**src/common/core_pkg.sv**
```systemverilog
package core_pkg;

	typedef logic [31:0] word_t;
	typedef logic [4:0] reg_addr_t;

	// major opcode field, RV32I encodings
	typedef enum logic [6:0] {
		OP_REG = 7'b0110011,
		OP_IMM = 7'b0010011,
		OP_LUI = 7'b0110111
	} opcode_e;

	typedef enum logic [3:0] {
		ALU_ADD,
		ALU_SUB,
		ALU_AND,
		ALU_OR,
		ALU_XOR,
		ALU_SLT,
		ALU_SLL,
		ALU_SRL,
		ALU_PASS2 // lui, op2 straight through
	} alu_op_e;

	// operand source into decode
	typedef enum logic [1:0] {
		FWD_RF,
		FWD_EX,
		FWD_WB
	} fwd_sel_e;

	typedef enum logic [1:0] {
		CMD_PASS,
		CMD_CAPTURE,
		CMD_BUBBLE,
		CMD_RELEASE
	} ex_cmd_e;

	// decode to execute, operands already resolved
	typedef struct packed {
		logic valid;
		alu_op_e alu_op;
		logic regwr;
		reg_addr_t rd;
		word_t op1;
		word_t op2;
	} id_ex_t;

	typedef struct packed {
		logic en;
		reg_addr_t rd;
		word_t data;
	} wb_t;

endpackage
```
**src/verilog/ex_pipe_top.sv**
```systemverilog
module ex_pipe_top (
	input logic clk,
	input logic rst,
	input logic instr_valid,
	input core_pkg::word_t instr,
	input logic stall,
	output core_pkg::wb_t wb
);
	logic accept;
	logic dec_valid;
	core_pkg::word_t dec_instr;

	core_pkg::alu_op_e dec_alu_op;
	logic dec_regwr;
	core_pkg::reg_addr_t dec_rd;
	core_pkg::reg_addr_t dec_rs1;
	core_pkg::reg_addr_t dec_rs2;
	core_pkg::word_t dec_imm;
	logic dec_use_imm;
	logic dec_illegal;

	core_pkg::word_t rf_rd1;
	core_pkg::word_t rf_rd2;
	core_pkg::word_t alu_result;
	core_pkg::fwd_sel_e fwd1;
	core_pkg::fwd_sel_e fwd2;
	core_pkg::ex_cmd_e cmd;
	core_pkg::id_ex_t id_bundle;
	core_pkg::id_ex_t ex_bundle;

	function automatic core_pkg::word_t fwd_mux(input core_pkg::fwd_sel_e sel,
		input core_pkg::word_t rf_val, input core_pkg::word_t ex_val,
		input core_pkg::word_t wb_val);
		core_pkg::word_t val;
		case (sel)
			core_pkg::FWD_EX: val = ex_val;
			core_pkg::FWD_WB: val = wb_val;
			default: val = rf_val;
		endcase
		return val;
	endfunction

	assign accept = instr_valid && !stall;

	// decode register, empties whenever nothing is taken
	always_ff @(posedge clk) begin
		if (accept)
			dec_instr <= instr;
		if (rst)
			dec_valid <= 1'b0;
		else
			dec_valid <= accept;
	end

	decoder u_decoder (
		.instr(dec_instr),
		.alu_op(dec_alu_op),
		.regwr(dec_regwr),
		.rd(dec_rd),
		.rs1(dec_rs1),
		.rs2(dec_rs2),
		.imm(dec_imm),
		.use_imm(dec_use_imm),
		.illegal(dec_illegal)
	);

	reg_file u_reg_file (
		.clk(clk),
		.rs1(dec_rs1),
		.rs2(dec_rs2),
		.rd1(rf_rd1),
		.rd2(rf_rd2),
		.wb(wb)
	);

	always_comb begin
		id_bundle.valid = dec_valid && !dec_illegal; // illegal words go down as bubbles
		id_bundle.alu_op = dec_alu_op;
		id_bundle.regwr = dec_regwr;
		id_bundle.rd = dec_rd;
		id_bundle.op1 = fwd_mux(fwd1, rf_rd1, alu_result, wb.data);
		if (dec_use_imm)
			id_bundle.op2 = dec_imm;
		else
			id_bundle.op2 = fwd_mux(fwd2, rf_rd2, alu_result, wb.data);
	end

	pipeline_ctrl u_pipeline_ctrl (
		.clk(clk),
		.rst(rst),
		.stall(stall),
		.id_valid(id_bundle.valid),
		.id_rs1(dec_rs1),
		.id_rs2(dec_rs2),
		.ex_bundle(ex_bundle),
		.wb(wb),
		.cmd(cmd),
		.fwd1(fwd1),
		.fwd2(fwd2)
	);

	id_ex_reg u_id_ex_reg (
		.clk(clk),
		.rst(rst),
		.cmd(cmd),
		.id_bundle(id_bundle),
		.ex_bundle(ex_bundle)
	);

	execute_stage u_execute_stage (
		.clk(clk),
		.rst(rst),
		.ex_bundle(ex_bundle),
		.alu_result(alu_result),
		.wb(wb)
	);

endmodule

```
**src/verilog/execute_stage.sv**
```systemverilog
module execute_stage (
	input logic clk,
	input logic rst,
	input core_pkg::id_ex_t ex_bundle,
	output core_pkg::word_t alu_result,
	output core_pkg::wb_t wb
);
	core_pkg::word_t op1;
	core_pkg::word_t op2;

	assign op1 = ex_bundle.op1;
	assign op2 = ex_bundle.op2;

	always_comb begin
		case (ex_bundle.alu_op)
			core_pkg::ALU_ADD: alu_result = op1 + op2;
			core_pkg::ALU_SUB: alu_result = op1 - op2;
			core_pkg::ALU_AND: alu_result = op1 & op2;
			core_pkg::ALU_OR: alu_result = op1 | op2;
			core_pkg::ALU_XOR: alu_result = op1 ^ op2;
			core_pkg::ALU_SLT: alu_result = {31'd0, $signed(op1) < $signed(op2)};
			core_pkg::ALU_SLL: alu_result = op1 << op2[4:0];
			core_pkg::ALU_SRL: alu_result = op1 >> op2[4:0];
			core_pkg::ALU_PASS2: alu_result = op2; // lui
			default: alu_result = '0;
		endcase
	end

	// EX/WB register, also the WB forwarding source
	always_ff @(posedge clk) begin
		wb.rd <= ex_bundle.rd;
		wb.data <= alu_result;
		if (rst)
			wb.en <= 1'b0;
		else
			wb.en <= ex_bundle.valid && ex_bundle.regwr;
	end

endmodule

```
**src/verilog/id_ex_reg.sv**
```systemverilog
module id_ex_reg (
	input logic clk,
	input logic rst,
	input core_pkg::ex_cmd_e cmd,
	input core_pkg::id_ex_t id_bundle,
	output core_pkg::id_ex_t ex_bundle
);
	core_pkg::id_ex_t parked; // one-entry stall buffer
	logic full;

	always_ff @(posedge clk) begin
		if (cmd == core_pkg::CMD_CAPTURE)
			parked <= id_bundle;
	end

	always_ff @(posedge clk) begin
		if (rst)
			full <= 1'b0;
		else if (cmd == core_pkg::CMD_CAPTURE)
			full <= 1'b1;
		else if (cmd == core_pkg::CMD_RELEASE)
			full <= 1'b0;
	end

	always_ff @(posedge clk) begin
		if (rst) begin
			ex_bundle.valid <= 1'b0;
			ex_bundle.regwr <= 1'b0;
		end else begin
			case (cmd)
				core_pkg::CMD_PASS: ex_bundle <= id_bundle;
				core_pkg::CMD_RELEASE: ex_bundle <= parked;
				default: begin
					// capture and bubble both send a bubble, payload is don't care
					ex_bundle.valid <= 1'b0;
					ex_bundle.regwr <= 1'b0;
				end
			endcase
		end
	end

	// controller's captured flag has to track the buffer
	capture_when_empty: assert property (@(posedge clk) disable iff (rst)
		cmd == core_pkg::CMD_CAPTURE |-> !full);

	release_when_full: assert property (@(posedge clk) disable iff (rst)
		cmd == core_pkg::CMD_RELEASE |-> full);

endmodule

```
**src/verilog/pipeline_ctrl.sv**
```systemverilog
module pipeline_ctrl (
	input logic clk,
	input logic rst,
	input logic stall,
	input logic id_valid,
	input core_pkg::reg_addr_t id_rs1,
	input core_pkg::reg_addr_t id_rs2,
	input core_pkg::id_ex_t ex_bundle,
	input core_pkg::wb_t wb,
	output core_pkg::ex_cmd_e cmd,
	output core_pkg::fwd_sel_e fwd1,
	output core_pkg::fwd_sel_e fwd2
);
	// replay is run mode with the parked instruction now in EX
	typedef enum logic [1:0] {
		ST_RUN,
		ST_HELD,
		ST_REPLAY
	} state_e;

	state_e state;
	state_e state_next;
	logic captured; // onset parked an instruction
	logic captured_next;
	logic ex_writes;

	assign ex_writes = ex_bundle.valid && ex_bundle.regwr && (ex_bundle.rd != 5'd0);

	// youngest producer first, EX before WB
	function automatic core_pkg::fwd_sel_e pick_src(input core_pkg::reg_addr_t rs);
		core_pkg::fwd_sel_e sel;
		if (ex_writes && ex_bundle.rd == rs)
			sel = core_pkg::FWD_EX;
		else if (wb.en && wb.rd == rs) // wb.en implies rd nonzero
			sel = core_pkg::FWD_WB;
		else
			sel = core_pkg::FWD_RF;
		return sel;
	endfunction

	always_comb begin
		fwd1 = pick_src(id_rs1);
		fwd2 = pick_src(id_rs2);
	end

	always_ff @(posedge clk) begin
		if (rst) begin
			state <= ST_RUN;
			captured <= 1'b0;
		end else begin
			state <= state_next;
			captured <= captured_next;
		end
	end

	always_comb begin
		cmd = core_pkg::CMD_PASS;
		state_next = state;
		captured_next = captured;
		case (state)
			ST_RUN, ST_REPLAY: begin
				state_next = ST_RUN;
				if (stall) begin
					if (id_valid)
						cmd = core_pkg::CMD_CAPTURE;
					else
						cmd = core_pkg::CMD_BUBBLE;
					captured_next = id_valid;
					state_next = ST_HELD;
				end
			end
			ST_HELD: begin
				if (stall) begin
					cmd = core_pkg::CMD_BUBBLE;
				end else if (captured) begin
					cmd = core_pkg::CMD_RELEASE;
					captured_next = 1'b0;
					state_next = ST_REPLAY;
				end else begin
					state_next = ST_RUN; // nothing parked, decode is empty
				end
			end
			default: state_next = ST_RUN;
		endcase
	end

	// EX has carried only bubbles since the onset
	release_after_stall: assert property (@(posedge clk) disable iff (rst)
		cmd == core_pkg::CMD_RELEASE |-> state == ST_HELD && !ex_bundle.valid);

	// the replayed bundle must actually reach execute
	replay_in_ex: assert property (@(posedge clk) disable iff (rst)
		state == ST_REPLAY |-> ex_bundle.valid);

endmodule

```
**src/verilog/reg_file.sv**
```systemverilog
module reg_file (
	input logic clk,
	input core_pkg::reg_addr_t rs1,
	input core_pkg::reg_addr_t rs2,
	output core_pkg::word_t rd1,
	output core_pkg::word_t rd2,
	input core_pkg::wb_t wb
);
	core_pkg::word_t regs [32];

	always_ff @(posedge clk) begin
		if (wb.en && wb.rd != 5'd0)
			regs[wb.rd] <= wb.data;
	end

	// x0 is hard zero whatever the array holds
	assign rd1 = (rs1 == 5'd0) ? '0 : regs[rs1];
	assign rd2 = (rs2 == 5'd0) ? '0 : regs[rs2];

	// decoder drops regwr for x0 so execute never retires a write to it
	wb_rd_nonzero: assert property (@(posedge clk) wb.en |-> wb.rd != 5'd0);

endmodule

```
**src/verilog/decoder.sv**
```systemverilog
module decoder (
	input core_pkg::word_t instr,
	output core_pkg::alu_op_e alu_op,
	output logic regwr,
	output core_pkg::reg_addr_t rd,
	output core_pkg::reg_addr_t rs1,
	output core_pkg::reg_addr_t rs2,
	output core_pkg::word_t imm,
	output logic use_imm,
	output logic illegal
);
	logic [2:0] func3;
	logic [6:0] func7;
	logic f7_zero;
	logic f7_alt; // sub encoding

	assign func3 = instr[14:12];
	assign func7 = instr[31:25];
	assign f7_zero = (func7 == 7'b0000000);
	assign f7_alt = (func7 == 7'b0100000);

	assign rd = instr[11:7];
	assign rs1 = instr[19:15];
	assign rs2 = instr[24:20];

	// x0 targets and bad words pass on as non-writers
	assign regwr = !illegal && (rd != 5'd0);

	always_comb begin
		alu_op = core_pkg::ALU_ADD;
		imm = '0;
		use_imm = 1'b0;
		illegal = 1'b0;
		case (instr[6:0])
			core_pkg::OP_REG: begin
				illegal = !f7_zero;
				case (func3)
					3'b000: begin
						alu_op = f7_alt ? core_pkg::ALU_SUB : core_pkg::ALU_ADD;
						illegal = !(f7_zero || f7_alt);
					end
					3'b001: alu_op = core_pkg::ALU_SLL;
					3'b010: alu_op = core_pkg::ALU_SLT;
					3'b100: alu_op = core_pkg::ALU_XOR;
					3'b101: alu_op = core_pkg::ALU_SRL;
					3'b110: alu_op = core_pkg::ALU_OR;
					3'b111: alu_op = core_pkg::ALU_AND;
					default: illegal = 1'b1; // sltu
				endcase
			end
			core_pkg::OP_IMM: begin
				imm = {{20{instr[31]}}, instr[31:20]};
				use_imm = 1'b1;
				case (func3)
					3'b000: alu_op = core_pkg::ALU_ADD;
					3'b010: alu_op = core_pkg::ALU_SLT;
					3'b100: alu_op = core_pkg::ALU_XOR;
					3'b110: alu_op = core_pkg::ALU_OR;
					3'b111: alu_op = core_pkg::ALU_AND;
					default: illegal = 1'b1; // no immediate shifts here
				endcase
			end
			core_pkg::OP_LUI: begin
				imm = {instr[31:12], 12'd0};
				use_imm = 1'b1;
				alu_op = core_pkg::ALU_PASS2;
			end
			default: illegal = 1'b1;
		endcase
	end

endmodule

```
**config.mk**
```make
export PLATFORM = sky130hd
export DESIGN_NAME = ex_pipe_top
export DESIGN_NICKNAME = d
export VERILOG_FILES = /design/src/common/core_pkg.sv /design/src/verilog/ex_pipe_top.sv /design/src/verilog/execute_stage.sv /design/src/verilog/id_ex_reg.sv /design/src/verilog/pipeline_ctrl.sv /design/src/verilog/reg_file.sv /design/src/verilog/decoder.sv
export SDC_FILE = /design/constraint.sdc
export NUM_CORES = 2
export LEC_CHECK = 0
export BUFFER_PORTS_ARGS = -buffer_cell sky130_fd_sc_hd__buf_2
export CORE_UTILIZATION = 53
export DETAILED_ROUTE_END_ITERATION = 12
export HOLD_SLACK_MARGIN = 0.05
export PLACE_DENSITY = 0.74
export SLEW_MARGIN = 40
export SYNTH_ARGS = -nofsm -noshare
export SYNTH_HDL_FRONTEND = slang
export SYNTH_HIERARCHICAL = 1
export SYNTH_SLANG_ARGS = --single-unit
```
**constraint.sdc**
```tcl
create_clock -name clk -period 5.9 [get_ports clk]
set_input_delay 0.59 -clock clk [delete_from_list [all_inputs] [get_ports clk]]
set_output_delay 0.59 -clock clk [all_outputs]
set_load 0.01 [all_outputs]
```
==> results by group <==
Synth
  – Distinct cells, synth: 104
  – Seq cells post-synth: about 1200
  – Cell count after synthesis: ~4500
  – Async SR Flop Fraction: 0%
  – Sequential area share after synthesis: a little under three fifths
  – Synth Flop Type: edfxtp_1
  – Average size of a mapped cell: 14.6 µm²
  – Yosys warns: 6
  – Number of synthesized flops with an enable pin: 1204
  – Cell area after synthesis: roughly 66000 µm²

Power and ir drop
  – Clock share of power: ~37%
  – Sw frac: between 20 and 30%
  – Leakage: 0.0254 µW
  – Internal power: ~16000 µW
  – Sw power: just under 6000 µW
  – Max VDD drop: about 0.00024 V
  – Comb pwr share: 15.6%
  – Share of power burned in registers: a little under half
  – Pwr dens: between 200 and 300 nW/µm²

Job
  – Max-cap check violation count: 0

Clock tree
  – TritonCTS clock tree: yes
  – Clock Path Buffers: 3
  – Clock Tree Root: clkbuf_16
  – Clock Latency Late Sink: 770 ps
  – Clock Sinks: roughly 1200
  – H-tree depth: 4
  – Num CTS Buffers: between 100 and 150
  – Clk slew on worst S/H paths: roughly 60 ps
  – CTS-repair resized insts: 0

Final layout
  – Filler cell count: approximately 9000
  – Final net count: about 4800
  – Fin area: between 70000 and 80000 µm²
  – Layout cells sized above 1: 24.3%
  – Register area: ~37000 µm²
  – Synthesis-to-finish area growth: 11.4%
  – Area of the multi-input gates: 27700 µm²

Placement
  – Routability congestion estimate: 1.03
  – Count of input and output buffers: between 70 and 80
  – Placement Cell Area: 69600 µm²
  – Hpwl dp: 145000 µm

Setup path
  – Critical path launch point type: register
  – Worst path required time: 6510 ps
  – Critical-path maximum fanout: 10
  – Crit end category: register
  – Reg-to-reg startpoint: u_id_ex_reg/ex_bundle[4]
  – Arrival time worst endpoint: about 5500 ps
  – Crit path from: u_id_ex_reg/ex_bundle[4]
  – Crit Path Class: register to register
  – Reg2reg path depth: 14

GRT
  – Vias in the first global route: 45300
  – Largest net degree at the start of global routing: roughly 100
  – First-pass GRT wire length: between 300000 and 400000 µm
  – Antenna violations before repair: 9
  – Congestion Overflow GR: 0
  – GRT Overall Usage: a little over a third

Detailed routing
  – DRC: 2
  – First-pass DRT Iterations: 10
  – Initial drt markers: ~7000
  – DR vias: about 47000
  – Post-route ant nets: 0
  – Routed wire length: approximately 220000 µm
  – Via density: ~7.3
  – WL per Instance: around 35 µm

Run status
  – Violated checks: design-rule violations
  – Status: complete, but fails checks

Timing
  – Final Skew: approximately 33 ps
  – Worst-Margin Slew: 998 ps
  – Final period utilization: between 80 and 90%
  – RSZ-0062 raised after global routing: false
  – Slew Limit Fails: 0
  – Final setup viols: 0
  – Max-slew headroom: 33.4%
  – Max Freq: just over 200 MHz
  – Setup_tns: 0 ps
  – Final min period: 4920 ps
  – Final Hold Vio Count: 0

Floorplanning
  – Die area: around 130000 µm²
  – I/O pins: 74
  – Die span in x: roughly 360 µm
  – Initial core utilization: a little over half
  – Chip height: between 300 and 400 µm
  – Cell Rows: 129
  – CORE AREA: around 120000 µm²

Min path
  – Hold depth: 1
  – Hold wc startpoint: instr[19]
  – Worst Hold Class: input pin to register
layer usage:
layer / vias up / track usage, % / wire length, µm
met1: 23400 / 45.4 / 79700
li1: 18600 / - / -
met4: 8 / 20.7 / 14600
met2: 3661 / 53.2 / 101000
met3: 830 / 9.72 / 28400
met5: - / 0 / 48
through the flow:
step / hold WS (ps) / cells / total power (µW) / setup WS [ps] / utilization (%)
after floorplan: 399 / 4570 / 12500 / 61.3 / -
after global placement: 411 / 6081 / 13700 / 1150 / 55.6
after detailed placement: 425 / 6110 / 13700 / 1080 / 56.1
after CTS: 51.3 / 6371 / 21700 / 1060 / 59.7
after global routing: 85.2 / 6371 / 22400 / 700 / 59.7
final: 92.1 / 6372 / 21800 / 978 / 59.7
state kept, by name, indices dropped and copies added (netlist names):
name,count
u_execute_stage/wb,38
u_reg_file/regs,1024
u_id_ex_reg/parked,75
dec_valid,1
u_pipeline_ctrl/captured,1
u_pipeline_ctrl/state,2
u_id_ex_reg/ex_bundle,75
dec_instr,32
cells in the mapped netlist (10+ instances only):
cell type,instances,area (µm²)
inv_1,106,398
nand4_1,39,244
nand2_1,266,998
xor2_1,14,123
a221oi_2,49,736
a22oi_1,127,953
o211ai_1,27,203
buf_2,80,400
mux2i_1,368,3680
nand2b_1,21,131
ha_1,104,1300
o31ai_1,11,82.6
edfxtp_1,1204,36200
a21o_1,15,113
mux4_1,54,1420
nor2b_1,81,507
xnor2_1,20,175
o221ai_1,70,613
o22ai_1,13,81.3
a211oi_1,79,593
o31ai_2,30,375
o21ai_1,17,85.1
nor3_1,35,175
buf_4,72,541
a221oi_1,65,569
o2111ai_1,19,166
buf_1,14,52.6
a31oi_1,11,68.8
clkbuf_1,177,664
mux2_2,147,1660
nor2_1,199,747
a21oi_1,159,796
and2_1,20,125
nand3_1,30,150
dfxtp_1,44,881
mux4_2,326,7340
nor4_1,10,62.6
a311oi_1,33,289
o21bai_1,13,97.6
o21ai_0,190,951
or3_1,16,100
buf_6,31,349
power by group through the flow:
stage | clock, µW | combinational [µW] | sequential, µW
after floorplan | 0 | 1960 | 10600
after global placement | 0 | 3210 | 10500
after detailed placement | 0 | 3260 | 10500
after CTS | 8150 | 3290 | 10300
after global routing | 8490 | 3550 | 10300
final | 8100 | 3410 | 10300
layout by cell type (no fill, tap or decap), types with 16 or more instances in the layout:
| master | Yosys | layout |
|---|---|---|
| o221ai_1 | 70 | 70 |
| nor2_1 | 199 | 161 |
| nand4_1 | 39 | 39 |
| a21oi_1 | 159 | 158 |
| o21ai_1 | 17 | 19 |
| nor3_1 | 35 | 34 |
| a221oi_1 | 65 | 65 |
| mux2i_1 | 368 | 368 |
| mux4_2 | 326 | 326 |
| o2111ai_1 | 19 | 19 |
| ha_1 | 104 | 99 |
| clkbuf_1 | 177 | 38 |
| clkbuf_16 | 0 | 136 |
| buf_4 | 72 | 161 |
| nor2_4 | 0 | 38 |
| buf_12 | 0 | 16 |
| dfxtp_1 | 44 | 40 |
| edfxtp_1 | 1204 | 1204 |
| clkinv_2 | 0 | 20 |
| o211ai_1 | 27 | 27 |
| xnor2_1 | 20 | 20 |
| and2_1 | 20 | 18 |
| a221oi_2 | 49 | 49 |
| nand3_1 | 30 | 29 |
| buf_2 | 80 | 73 |
| a311oi_1 | 33 | 19 |
| a22oi_1 | 127 | 127 |
| conb_1 | 1 | 32 |
| o21ai_0 | 190 | 188 |
| o31ai_2 | 30 | 30 |
| nor2b_1 | 81 | 75 |
| nand2b_1 | 21 | 20 |
| nand2_1 | 266 | 265 |
| mux2_2 | 147 | 147 |
| dlygate4sd3_1 | 0 | 27 |
| inv_1 | 106 | 103 |
| mux4_1 | 54 | 54 |
| a211oi_1 | 79 | 68 |
cell type report:
cell class,instances,area share (%)
timing repair buffer,305,3.69
inverter,110,0.563
clock buffer,178,4.86
tap,1637,2.77
antenna,1,0.00338
multi-input combinational,2837,37.4
sequential,1248,50.0
clock inverter,56,0.722
path summary, 6_finish.rpt:
path                               end  slack, ps
max          u_id_ex_reg/ex_bundle[28]        980
min                      dec_instr[19]         90
max reg2reg  u_id_ex_reg/ex_bundle[28]        980
min reg2reg   u_pipeline_ctrl/state[0]        420
cell families after synthesis:
group / Yosys count / share of synthesized area (%)
other: 1 / 0.00565
muxes: 900 / 21.3
AOI/OAI and AO/OA: 1001 / 11.3
and+or+nand+nor: 764 / 5.45
adders and majority gates: 106 / 2.02
xor gates and xnor gates: 34 / 0.448
DFF: 1248 / 55.8
buffers and inverters: 485 / 3.65
worst max-delay path, cell delays in order, from the launching register on:
cell	delay, ps
edfxtp_1	560
clkinv_1	330
ha_1	490
nor2_1	150
o211ai_1	160
a2111oi_2	520
nor4_4	160
o41ai_4	530
a311oi_2	260
o21bai_1	500
a221oi_1	150
o211ai_1	330
a221oi_1	130
o31ai_1	320
mux2_2	200
timing repair:
action | 4_1_cts | 5_1_grt
setup endpoints to repair | 0 | 0
buffers inserted | 0 | 0
hold buffers | 27 | 0
hold endpoints to repair | 27 | 0
(Power assumes the default switching activity.)
